==> src/logic/pipe_pkg.sv <==
package pipe_pkg;

    // ############################################################
    // instruction format
    // ############################################################

    localparam int reg_w   = 2;
    localparam int instr_w = 16;
    localparam int opc_w   = 4;
    localparam int imm6_w  = 6;
    localparam int imm8_w  = 8;

    // field positions, the opcode sits in the top nibble
    localparam int op_lsb = 12;
    localparam int rs_lsb = 10;
    localparam int rt_lsb = 8;
    localparam int rd_lsb = 6;

    // load-immediate always lands in this register
    localparam logic [reg_w-1:0] two_reg = 2'd2;

    // ############################################################
    // enums
    // ############################################################

    typedef enum logic [opc_w-1:0] {
        op_nop  = 4'h0,
        op_add  = 4'h1,
        op_sub  = 4'h2,
        op_and  = 4'h3,
        op_or   = 4'h4,
        op_addi = 4'h5,
        op_lw   = 4'h6,
        op_sw   = 4'h7,
        op_li   = 4'h8,
        op_halt = 4'hf
    } opcode_e;

    typedef enum logic [1:0] {
        wr_rd  = 2'b00,
        wr_rt  = 2'b01,
        wr_two = 2'b10
    } wr_dest_e;

    typedef enum logic [1:0] {
        fwd_none = 2'b00,
        fwd_wb   = 2'b01,
        fwd_mem  = 2'b10
    } fwd_sel_e;

endpackage

==> src/logic/fetch_stage.sv <==
`timescale 1ns/1ps

module fetch_stage import pipe_pkg::*; #(
    parameter int data_w = 8
) (
    input  logic               clk,
    input  logic               rst_n,
    input  logic               stall,
    input  logic               freeze,
    input  logic [instr_w-1:0] imem_data,
    output logic [data_w-1:0]  imem_addr,
    output logic [instr_w-1:0] ifid_instr,
    output logic               ifid_valid
);

    logic [data_w-1:0] pc;
    logic              halt_seen;
    logic              fetch_halt;

    assign imem_addr  = pc;
    assign fetch_halt = (opcode_e'(imem_data[op_lsb +: opc_w]) == op_halt);

    always_ff @(posedge clk or negedge rst_n) begin
        if (!rst_n) begin
            pc         <= '0;
            halt_seen  <= 1'b0;
            ifid_instr <= '0;
            ifid_valid <= 1'b0;
        end else if (!stall && !freeze) begin
            if (halt_seen) begin
                // all zeros decodes as nop
                ifid_instr <= '0;
                ifid_valid <= 1'b0;
            end else begin
                ifid_instr <= imem_data;
                ifid_valid <= 1'b1;
                halt_seen  <= fetch_halt;
                if (!fetch_halt) begin
                    pc <= pc + 1'b1;
                end
            end
        end
    end

endmodule

==> src/logic/decode_stage.sv <==
`timescale 1ns/1ps

module decode_stage import pipe_pkg::*; #(
    parameter int data_w = 8
) (
    input  logic               clk,
    input  logic               rst_n,
    input  logic               freeze,
    input  logic [instr_w-1:0] ifid_instr,
    input  logic               ifid_valid,
    input  logic               wb_en,
    input  logic [reg_w-1:0]   wb_idx,
    input  logic [data_w-1:0]  wb_val,
    output logic               stall,
    output logic               idex_valid,
    output opcode_e            idex_op,
    output logic               idex_reg_write,
    output wr_dest_e           idex_wr_dest,
    output logic [reg_w-1:0]   idex_rs,
    output logic [reg_w-1:0]   idex_rt,
    output logic [reg_w-1:0]   idex_rd,
    output logic [data_w-1:0]  idex_a,
    output logic [data_w-1:0]  idex_b,
    output logic [data_w-1:0]  idex_imm
);

    logic [data_w-1:0]        regs [2**reg_w];
    opcode_e                  op;
    logic [reg_w-1:0]         rs;
    logic [reg_w-1:0]         rt;
    logic [reg_w-1:0]         rd;
    logic signed [imm6_w-1:0] imm6;
    logic signed [imm8_w-1:0] imm8;
    logic [data_w-1:0]        imm;
    logic                     reg_write;
    wr_dest_e                 wr_dest;
    logic                     reads_rt;
    logic [data_w-1:0]        rs_val;
    logic [data_w-1:0]        rt_val;

    assign op   = opcode_e'(ifid_instr[op_lsb +: opc_w]);
    assign rs   = ifid_instr[rs_lsb +: reg_w];
    assign rt   = ifid_instr[rt_lsb +: reg_w];
    assign rd   = ifid_instr[rd_lsb +: reg_w];
    assign imm6 = ifid_instr[imm6_w-1:0];
    assign imm8 = ifid_instr[imm8_w-1:0];
    assign imm  = (op == op_li) ? data_w'(imm8) : data_w'(imm6);

    always_comb begin
        reg_write = 1'b0;
        wr_dest   = wr_rd;
        reads_rt  = 1'b0;
        case (op)
            op_add, op_sub, op_and, op_or: begin
                reg_write = 1'b1;
                reads_rt  = 1'b1;
            end
            op_addi, op_lw: begin
                reg_write = 1'b1;
                wr_dest   = wr_rt;
            end
            op_sw: begin
                reads_rt = 1'b1;
            end
            op_li: begin
                reg_write = 1'b1;
                wr_dest   = wr_two;
            end
            default: begin
            end
        endcase
    end

    // ############################################################
    // register file, a same-cycle write is seen by the read
    // ############################################################

    always_ff @(posedge clk) begin
        if (wb_en) begin
            regs[wb_idx] <= wb_val;
        end
    end

    assign rs_val = (wb_en && wb_idx == rs) ? wb_val : regs[rs];
    assign rt_val = (wb_en && wb_idx == rt) ? wb_val : regs[rt];

    // the loaded value is not ready until it sits in MEM/WB
    assign stall = ifid_valid && idex_valid && (idex_op == op_lw) &&
                   ((idex_rt == rs) || (reads_rt && idex_rt == rt));

    always_ff @(posedge clk or negedge rst_n) begin
        if (!rst_n) begin
            idex_valid     <= 1'b0;
            idex_op        <= op_nop;
            idex_reg_write <= 1'b0;
            idex_wr_dest   <= wr_rd;
        end else if (!freeze) begin
            idex_valid     <= ifid_valid && !stall;
            idex_op        <= op;
            idex_reg_write <= reg_write && !stall;
            idex_wr_dest   <= wr_dest;
        end
    end

    always_ff @(posedge clk) begin
        if (!freeze) begin
            idex_rs  <= rs;
            idex_rt  <= rt;
            idex_rd  <= rd;
            idex_a   <= rs_val;
            idex_b   <= rt_val;
            idex_imm <= imm;
        end
    end

endmodule

==> src/logic/forwarding_unit.sv <==
`timescale 1ns/1ps

module forwarding_unit import pipe_pkg::*; (
    input  logic             exmem_valid,
    input  logic             exmem_reg_write,
    input  wr_dest_e         exmem_wr_dest,
    input  logic [reg_w-1:0] exmem_rd,
    input  logic [reg_w-1:0] exmem_rt,
    input  logic             memwb_valid,
    input  logic             memwb_reg_write,
    input  wr_dest_e         memwb_wr_dest,
    input  logic [reg_w-1:0] memwb_rd,
    input  logic [reg_w-1:0] memwb_rt,
    input  logic [reg_w-1:0] idex_rs,
    input  logic [reg_w-1:0] idex_rt,
    output fwd_sel_e         forward_a,
    output fwd_sel_e         forward_b
);

    logic [reg_w-1:0] exmem_dst;
    logic [reg_w-1:0] memwb_dst;
    logic             exmem_live;
    logic             memwb_live;

    function automatic logic [reg_w-1:0] dest_idx(
        input wr_dest_e         dest,
        input logic [reg_w-1:0] rd,
        input logic [reg_w-1:0] rt
    );
        case (dest)
            wr_rt:   return rt;
            wr_two:  return two_reg;
            default: return rd;
        endcase
    endfunction

    // the younger EX/MEM entry wins, a miss there still lets MEM/WB through
    function automatic fwd_sel_e pick(input logic [reg_w-1:0] src);
        if (exmem_live && exmem_dst == src) begin
            return fwd_mem;
        end
        if (memwb_live && memwb_dst == src) begin
            return fwd_wb;
        end
        return fwd_none;
    endfunction

    assign exmem_dst  = dest_idx(exmem_wr_dest, exmem_rd, exmem_rt);
    assign memwb_dst  = dest_idx(memwb_wr_dest, memwb_rd, memwb_rt);
    assign exmem_live = exmem_valid && exmem_reg_write;
    assign memwb_live = memwb_valid && memwb_reg_write;

    always_comb begin
        forward_a = pick(idex_rs);
        forward_b = pick(idex_rt);
    end

endmodule

==> src/logic/execute_stage.sv <==
`timescale 1ns/1ps

module execute_stage import pipe_pkg::*; #(
    parameter int data_w = 8
) (
    input  logic              clk,
    input  logic              rst_n,
    input  logic              freeze,
    input  logic              idex_valid,
    input  opcode_e           idex_op,
    input  logic              idex_reg_write,
    input  wr_dest_e          idex_wr_dest,
    input  logic [reg_w-1:0]  idex_rt,
    input  logic [reg_w-1:0]  idex_rd,
    input  logic [data_w-1:0] idex_a,
    input  logic [data_w-1:0] idex_b,
    input  logic [data_w-1:0] idex_imm,
    input  fwd_sel_e          forward_a,
    input  fwd_sel_e          forward_b,
    input  logic [data_w-1:0] memwb_result,
    output logic              exmem_valid,
    output opcode_e           exmem_op,
    output logic              exmem_reg_write,
    output wr_dest_e          exmem_wr_dest,
    output logic [reg_w-1:0]  exmem_rd,
    output logic [reg_w-1:0]  exmem_rt,
    output logic [data_w-1:0] exmem_result,
    output logic [data_w-1:0] exmem_store_data
);

    logic [data_w-1:0] op_a;
    logic [data_w-1:0] op_b;
    logic [data_w-1:0] alu_out;

    always_comb begin
        case (forward_a)
            fwd_mem: op_a = exmem_result;
            fwd_wb:  op_a = memwb_result;
            default: op_a = idex_a;
        endcase
        case (forward_b)
            fwd_mem: op_b = exmem_result;
            fwd_wb:  op_b = memwb_result;
            default: op_b = idex_b;
        endcase
    end

    // loads and stores reuse the adder for rs + imm
    always_comb begin
        case (idex_op)
            op_add:                alu_out = op_a + op_b;
            op_sub:                alu_out = op_a - op_b;
            op_and:                alu_out = op_a & op_b;
            op_or:                 alu_out = op_a | op_b;
            op_addi, op_lw, op_sw: alu_out = op_a + idex_imm;
            op_li:                 alu_out = idex_imm;
            default:               alu_out = '0;
        endcase
    end

    always_ff @(posedge clk or negedge rst_n) begin
        if (!rst_n) begin
            exmem_valid     <= 1'b0;
            exmem_op        <= op_nop;
            exmem_reg_write <= 1'b0;
            exmem_wr_dest   <= wr_rd;
        end else if (!freeze) begin
            exmem_valid     <= idex_valid;
            exmem_op        <= idex_op;
            exmem_reg_write <= idex_reg_write;
            exmem_wr_dest   <= idex_wr_dest;
        end
    end

    always_ff @(posedge clk) begin
        if (!freeze) begin
            exmem_rd         <= idex_rd;
            exmem_rt         <= idex_rt;
            exmem_result     <= alu_out;
            exmem_store_data <= op_b;
        end
    end

endmodule

==> src/logic/memory_stage.sv <==
`timescale 1ns/1ps

module memory_stage import pipe_pkg::*; #(
    parameter int data_w = 8
) (
    input  logic              clk,
    input  logic              rst_n,
    input  logic              exmem_valid,
    input  opcode_e           exmem_op,
    input  logic              exmem_reg_write,
    input  wr_dest_e          exmem_wr_dest,
    input  logic [reg_w-1:0]  exmem_rd,
    input  logic [reg_w-1:0]  exmem_rt,
    input  logic [data_w-1:0] exmem_result,
    input  logic [data_w-1:0] exmem_store_data,
    input  logic [data_w-1:0] wb_dat_r,
    input  logic              wb_ack,
    output logic              wb_cyc,
    output logic              wb_stb,
    output logic              wb_we,
    output logic [data_w-1:0] wb_adr,
    output logic [data_w-1:0] wb_dat_w,
    output logic              freeze,
    output logic              memwb_valid,
    output logic              memwb_reg_write,
    output wr_dest_e          memwb_wr_dest,
    output logic [reg_w-1:0]  memwb_rd,
    output logic [reg_w-1:0]  memwb_rt,
    output logic [data_w-1:0] memwb_result,
    output logic              halted
);

    typedef enum logic {idle, busy} mem_state_e;

    mem_state_e state;
    logic       mem_req;
    logic       done;

    assign mem_req = exmem_valid && (exmem_op == op_lw || exmem_op == op_sw);
    assign done    = (state == busy) && wb_ack;

    // hold everything from the issue cycle until ack comes back
    assign freeze = mem_req && !done;

    // ############################################################
    // Wishbone classic master
    // ############################################################

    always_ff @(posedge clk or negedge rst_n) begin
        if (!rst_n) begin
            state  <= idle;
            wb_cyc <= 1'b0;
            wb_stb <= 1'b0;
            wb_we  <= 1'b0;
        end else begin
            case (state)
                idle: begin
                    if (mem_req) begin
                        state  <= busy;
                        wb_cyc <= 1'b1;
                        wb_stb <= 1'b1;
                        wb_we  <= (exmem_op == op_sw);
                    end
                end
                default: begin
                    if (wb_ack) begin
                        state  <= idle;
                        wb_cyc <= 1'b0;
                        wb_stb <= 1'b0;
                        wb_we  <= 1'b0;
                    end
                end
            endcase
        end
    end

    always_ff @(posedge clk) begin
        if (state == idle && mem_req) begin
            wb_adr   <= exmem_result;
            wb_dat_w <= exmem_store_data;
        end
    end

    // ############################################################
    // MEM/WB latch
    // ############################################################

    always_ff @(posedge clk or negedge rst_n) begin
        if (!rst_n) begin
            memwb_valid     <= 1'b0;
            memwb_reg_write <= 1'b0;
            memwb_wr_dest   <= wr_rd;
            halted          <= 1'b0;
        end else if (!freeze) begin
            memwb_valid     <= exmem_valid;
            memwb_reg_write <= exmem_reg_write;
            memwb_wr_dest   <= exmem_wr_dest;
            if (exmem_valid && exmem_op == op_halt) begin
                halted <= 1'b1;
            end
        end
    end

    always_ff @(posedge clk) begin
        if (!freeze) begin
            memwb_rd     <= exmem_rd;
            memwb_rt     <= exmem_rt;
            memwb_result <= (exmem_op == op_lw) ? wb_dat_r : exmem_result;
        end
    end

endmodule

==> src/logic/pipe_core.sv <==
`timescale 1ns/1ps

module pipe_core import pipe_pkg::*; #(
    parameter int data_w = 8
) (
    input  logic               clk,
    input  logic               rst_n,
    output logic [data_w-1:0]  imem_addr,
    input  logic [instr_w-1:0] imem_data,
    output logic               wb_cyc,
    output logic               wb_stb,
    output logic               wb_we,
    output logic [data_w-1:0]  wb_adr,
    output logic [data_w-1:0]  wb_dat_w,
    input  logic [data_w-1:0]  wb_dat_r,
    input  logic               wb_ack,
    output logic               halted
);

    logic               stall;
    logic               freeze;
    logic [instr_w-1:0] ifid_instr;
    logic               ifid_valid;

    logic               idex_valid;
    opcode_e            idex_op;
    logic               idex_reg_write;
    wr_dest_e           idex_wr_dest;
    logic [reg_w-1:0]   idex_rs;
    logic [reg_w-1:0]   idex_rt;
    logic [reg_w-1:0]   idex_rd;
    logic [data_w-1:0]  idex_a;
    logic [data_w-1:0]  idex_b;
    logic [data_w-1:0]  idex_imm;
    fwd_sel_e           forward_a;
    fwd_sel_e           forward_b;

    logic               exmem_valid;
    opcode_e            exmem_op;
    logic               exmem_reg_write;
    wr_dest_e           exmem_wr_dest;
    logic [reg_w-1:0]   exmem_rd;
    logic [reg_w-1:0]   exmem_rt;
    logic [data_w-1:0]  exmem_result;
    logic [data_w-1:0]  exmem_store_data;

    logic               memwb_valid;
    logic               memwb_reg_write;
    wr_dest_e           memwb_wr_dest;
    logic [reg_w-1:0]   memwb_rd;
    logic [reg_w-1:0]   memwb_rt;
    logic [data_w-1:0]  memwb_result;

    logic               wb_en;
    logic [reg_w-1:0]   wb_idx;
    logic [data_w-1:0]  wb_val;

    // write-back bus into the register file
    assign wb_en  = memwb_valid && memwb_reg_write;
    assign wb_idx = (memwb_wr_dest == wr_two) ? two_reg :
                    (memwb_wr_dest == wr_rt)  ? memwb_rt : memwb_rd;
    assign wb_val = memwb_result;

    fetch_stage #(.data_w(data_w)) fetch_i (.*);

    decode_stage #(.data_w(data_w)) decode_i (.*);

    forwarding_unit fwd_i (.*);

    execute_stage #(.data_w(data_w)) execute_i (.*);

    memory_stage #(.data_w(data_w)) memory_i (.*);

endmodule

==> config.mk <==
export PLATFORM = sky130hd
export DESIGN_NAME = pipe_core
export DESIGN_NICKNAME = d
export VERILOG_FILES = /design/src/logic/pipe_pkg.sv /design/src/logic/fetch_stage.sv /design/src/logic/decode_stage.sv /design/src/logic/forwarding_unit.sv /design/src/logic/execute_stage.sv /design/src/logic/memory_stage.sv /design/src/logic/pipe_core.sv
export SDC_FILE = /design/constraint.sdc
export NUM_CORES = 1
export LEC_CHECK = 0
export BUFFER_PORTS_ARGS = -buffer_cell sky130_fd_sc_hd__buf_2
export CORE_MARGIN = 5
export CORE_UTILIZATION = 45
export CTS_CLUSTER_SIZE = 10
export DETAILED_ROUTE_END_ITERATION = 8
export GPL_TIMING_DRIVEN = 1
export HOLD_SLACK_MARGIN = 0.12
export PLACE_DENSITY_LB_ADDON = 0.3
export SKIP_CTS_REPAIR_TIMING = 1
export SYNTH_ARGS = -nofsm -noshare
export SYNTH_HDL_FRONTEND = slang
export SYNTH_HIERARCHICAL = 1
export SYNTH_SLANG_ARGS = --single-unit
==> constraint.sdc <==
create_clock -name clk -period 4.5 [get_ports clk]
set_clock_uncertainty 0.1 [all_clocks]
set_input_delay 0.675 -clock clk [delete_from_list [all_inputs] [get_ports clk]]
set_output_delay 0.675 -clock clk [all_outputs]
set_load 0.1 [all_outputs]
==> results_tabular.tex <==
\begin{tabular}{lr}
\hline
Metric & Value \\
\hline
\multicolumn{2}{l}{\textbf{Placed design}} \\
\quad Count of input and output buffers & 54 \\
\quad Routability-driven placement congestion ratio & 0.865 \\
\quad Half-perimeter wire length after placement & 12900 um \\
\quad Worst slack at placement & -0.204 ns \\
\quad Cell area after placement & 8730 um\^{}2 \\
\quad \# placed instances & 889 \\
\multicolumn{2}{l}{\textbf{Layout}} \\
\quad Registers with the highest flip-flop counts & decode\_i/regs (32), fetch\_i/ifid\_instr (16) \\
\quad Syn-to-layout area delta & 19.7\% \\
\quad Final Instance Count excl. Fillers & 925 \\
\quad Final standard cell utilization of the core & 55.0\% \\
\quad Share of layout cells above drive strength 1 & 36.6\% \\
\quad Post-layout nets & 731 \\
\quad Top register by number of flip-flops & decode\_i/regs \\
\quad Antenna diode count & 0 \\
\quad Flip-flop count of the largest register after layout & 32 \\
\quad Post-route cell area & 9540 um\^{}2 \\
\multicolumn{2}{l}{\textbf{Floorplan}} \\
\quad Core Area & 17400 um\^{}2 \\
\quad Die Area & 20500 um\^{}2 \\
\quad Initial Utilization & 45.9\% \\
\quad Count of pins on the block boundary & 55 \\
\quad Y dimension of the die & 143 um \\
\quad Std-Cell Rows & 48 \\
\quad Floorplan die width & 143 um \\
\multicolumn{2}{l}{\textbf{Clock network}} \\
\quad Number of sinks on the clock net & 160 \\
\quad Worst-path clk slew & 0.07 ns \\
\quad Clock root buffer master & clkbuf\_16 \\
\quad Total clock buffers created by CTS & 17 \\
\quad Worst-Skew Late Latency & 0.43 ns \\
\quad CTS tree & done \\
\quad Clock Tree Buf Depth & 2 \\
\quad H-tree lvl count & 4 \\
\multicolumn{2}{l}{\textbf{Synthesis}} \\
\quad Ranking of synthesized cells by area & edfxtp\_1 41\%, dfrtp\_1 16\%, mux2\_2 4.8\% \\
\quad Area leader, netlist & edfxtp\_1 \\
\quad Count of flip-flops with a built-in enable after synthesis & 110 \\
\quad Netlist area before placement & 7970 um\^{}2 \\
\quad Proportion of synthesized chip area in sequential cells & 57.1\% \\
\quad List of most frequent post-synthesis cells & 110 x edfxtp\_1, 50 x dfrtp\_1, 46 x nand2\_1 \\
\quad Count of different cell masters after synthesis & 72 \\
\quad Area share of the largest cell type after synthesis & 41.4\% \\
\quad Synth warn & 6 \\
\quad Synthesis-stage register bit count & 160 \\
\quad Library cell with the highest instance count after synthesis & edfxtp\_1 \\
\quad Primary flip-flop cell chosen by synthesis mapping & edfxtp\_1 \\
\quad Synth Area per Inst & 13.5 um\^{}2 \\
\quad Share of flip-flops with an asynchronous set or reset after synthesis & 31.3\% \\
\quad Synth Net Count & 635 \\
\quad Gate count after technology mapping & 591 \\
\multicolumn{2}{l}{\textbf{Routing}} \\
\quad Total via count after detailed routing & 5237 \\
\quad Number of routed nets with antenna violations & 0 \\
\quad WL final & 18000 um \\
\quad Routed length per instance & 19.5 um \\
\quad First-iteration detailed-routing DRC count & 306 \\
\quad Count of unresolved DRC violations after routing & 0 \\
\quad Number of iterations in the first detailed-routing pass & 5 \\
\quad Via-to-Cell Ratio & 5.66 \\
\multicolumn{2}{l}{\textbf{Worst setup path}} \\
\quad Kind of end point of the critical path & register \\
\quad Setup crit start kind & register \\
\quad Crit-path max cell delay & 0.38 ns \\
\quad Worst reg-to-reg path cell count & 20 \\
\quad Worst Path Max Fanout & 6 \\
\quad Critical path required time & 4.57 ns \\
\quad Critical path's top delay family & compound AO/OA/AOI/OAI gates \\
\quad CP arrival & 4.66 ns \\
\quad Total number of cells along the worst setup path & 20 \\
\quad End of the worst register-to-register path & execute\_i/exmem\_result[7] \\
\quad R2R setup slack & -0.09 ns \\
\quad Worst reg2reg path startpoint & execute\_i/exmem\_wr\_dest[0] \\
\quad Type of the worst setup path & register to register \\
\quad Library cell contributing the largest single delay on the critical path & dfrtp\_1 \\
\quad Capturing element of the worst setup path & execute\_i/exmem\_result[7] \\
\quad Timing startpoint of the critical path & execute\_i/exmem\_wr\_dest[0] \\
\quad CP Buf/Inv Count & 3 \\
\quad Cells along the critical path & buf\_4 > ha\_2 > a211o\_1 > a21o\_1 > a22oi\_2 > buf\_4 > ha\_4 > buf\_6 > nor2b\_4 > o22ai\_1 > nand2\_1 > nand3\_1 > o211ai\_1 > ha\_1 > nand3\_1 > o211ai\_1 > o41ai\_2 > xnor2\_1 > and4\_4 > o31ai\_2 \\
\multicolumn{2}{l}{\textbf{Timing}} \\
\quad Number of hold violations in the final report & 0 \\
\quad Final setup violation count & 1 \\
\quad Transition time at the pin with the least slew margin & 1.26 ns \\
\quad Final total negative setup slack & -0.0902 ns \\
\quad Minimum hold slack & 0.245 ns \\
\quad Unrepaired setup endpoints after global routing & true \\
\quad Slew Viols, Final & 0 \\
\quad Final critical path time including I/O delays and setup & 4.59 ns \\
\quad Achievable Freq & 218 MHz \\
\quad Share of the clock period used by the worst path & 102\% \\
\quad Max-slew headroom at the worst pin & 15.9\% \\
\quad Smallest setup slack after layout & -0.0902 ns \\
\multicolumn{2}{l}{\textbf{Pwr}} \\
\quad Post-layout total power & 3.96 mW \\
\quad Maximum resistive drop on vdd & 0.548 mV \\
\quad Leakage & 3.88 nW \\
\quad Power per unit of standard cell area & 415 nW/um\^{}2 \\
\multicolumn{2}{l}{\textbf{GRT}} \\
\quad Combined global-route utilization of all metal layers & 18.1\% \\
\quad Global-route wire length before repair & 28400 um \\
\quad Aggregate global routing overflow & 0 \\
\quad Pin count of the biggest net entering global routing & 51 \\
\quad Initial antenna violation count & 0 \\
\quad Number of global-route vias before repair & 5210 \\
\multicolumn{2}{l}{\textbf{Hold path}} \\
\quad Type of the most critical hold path & primary input to asynchronous set/reset pin \\
\multicolumn{2}{l}{\textbf{Outcome}} \\
\quad Failing checks & setup timing \\
\quad Run status & finished, violations left \\
\multicolumn{2}{l}{\textbf{Job}} \\
\quad Number of max-cap violations & 0 \\
\hline
\end{tabular}
layer usage:
metal  global-route usage (%)  share of wire (%)  up-vias
li1                         -                  -     2445
met2                     29.6                 49      166
met4                     5.25                1.6        0
met1                     24.1                 43     2601
met5                        0                  0        -
met3                     4.29                5.9       25
cell type report:
cell class	instances	area, um^2
well taps	225	282
inverters	24	90.1
repair buffers	101	627
clock buffers	19	464
clock inverters	13	123
fillers	1423	7810
multi-input cells	383	3400
flip-flops and latches	160	4560
cells in the final DEF (no fill, tap or decap), drive strengths merged, types with 6 or more instances in the layout:
cell type,netlist,layout
nor3,8,8
dfrtp,50,50
a21oi,14,14
and2,6,6
o211ai,6,6
o21ai,46,46
ha,16,16
nand2,48,48
a21o,9,9
nand2b,18,18
nor2,11,11
nor2b,7,7
mux2,42,42
edfxtp,110,110
a222oi,7,7
mux4,16,16
a22oi,17,17
nand3,16,16
a221oi,6,6
inv,24,30
xnor2,25,25
clkbuf,8,19
buf,16,101
where the power goes:
| part | leakage [nW] | internal (mW) | switching [mW] | total (mW) |
|---|---|---|---|---|
| sequential | 1.83 | 1.69 | 0.121 | 1.81 |
| clock | 0.288 | 0.818 | 0.615 | 1.43 |
| combinational | 1.76 | 0.255 | 0.466 | 0.721 |
| total | 3.88 | 2.76 | 1.20 | 3.96 |
kinds of logic (layout without fill, tap and decap cells):
group / count (synthesis) / in the layout / synth area share (%)
DFF: 160 / 160 / 57.1
and+or+nand+nor: 149 / 149 / 11.4
AOI/OAI and AO/OA: 126 / 126 / 11.3
muxes: 61 / 61 / 11.2
buffers and inverters: 48 / 157 / 2.92
xor gates and xnor gates: 30 / 30 / 3.30
adders and majority gates: 17 / 17 / 2.76
worst min-delay path by stage:
stage                                        startpoint               endpoint  slack [ns]
after global routing                              rst_n   fetch_i/imem_addr[0]        0.32
after floorplan                                   rst_n    decode_i/idex_op[0]        0.28
after global placement    execute_i/exmem_store_data[1]   memory_i/wb_dat_w[1]        0.30
after detailed placement  execute_i/exmem_store_data[3]   memory_i/wb_dat_w[3]        0.31
final                                             rst_n   fetch_i/imem_addr[0]        0.24
after CTS                                         rst_n  execute_i/exmem_op[2]        0.26
Power figures use the tool's default switching activity.
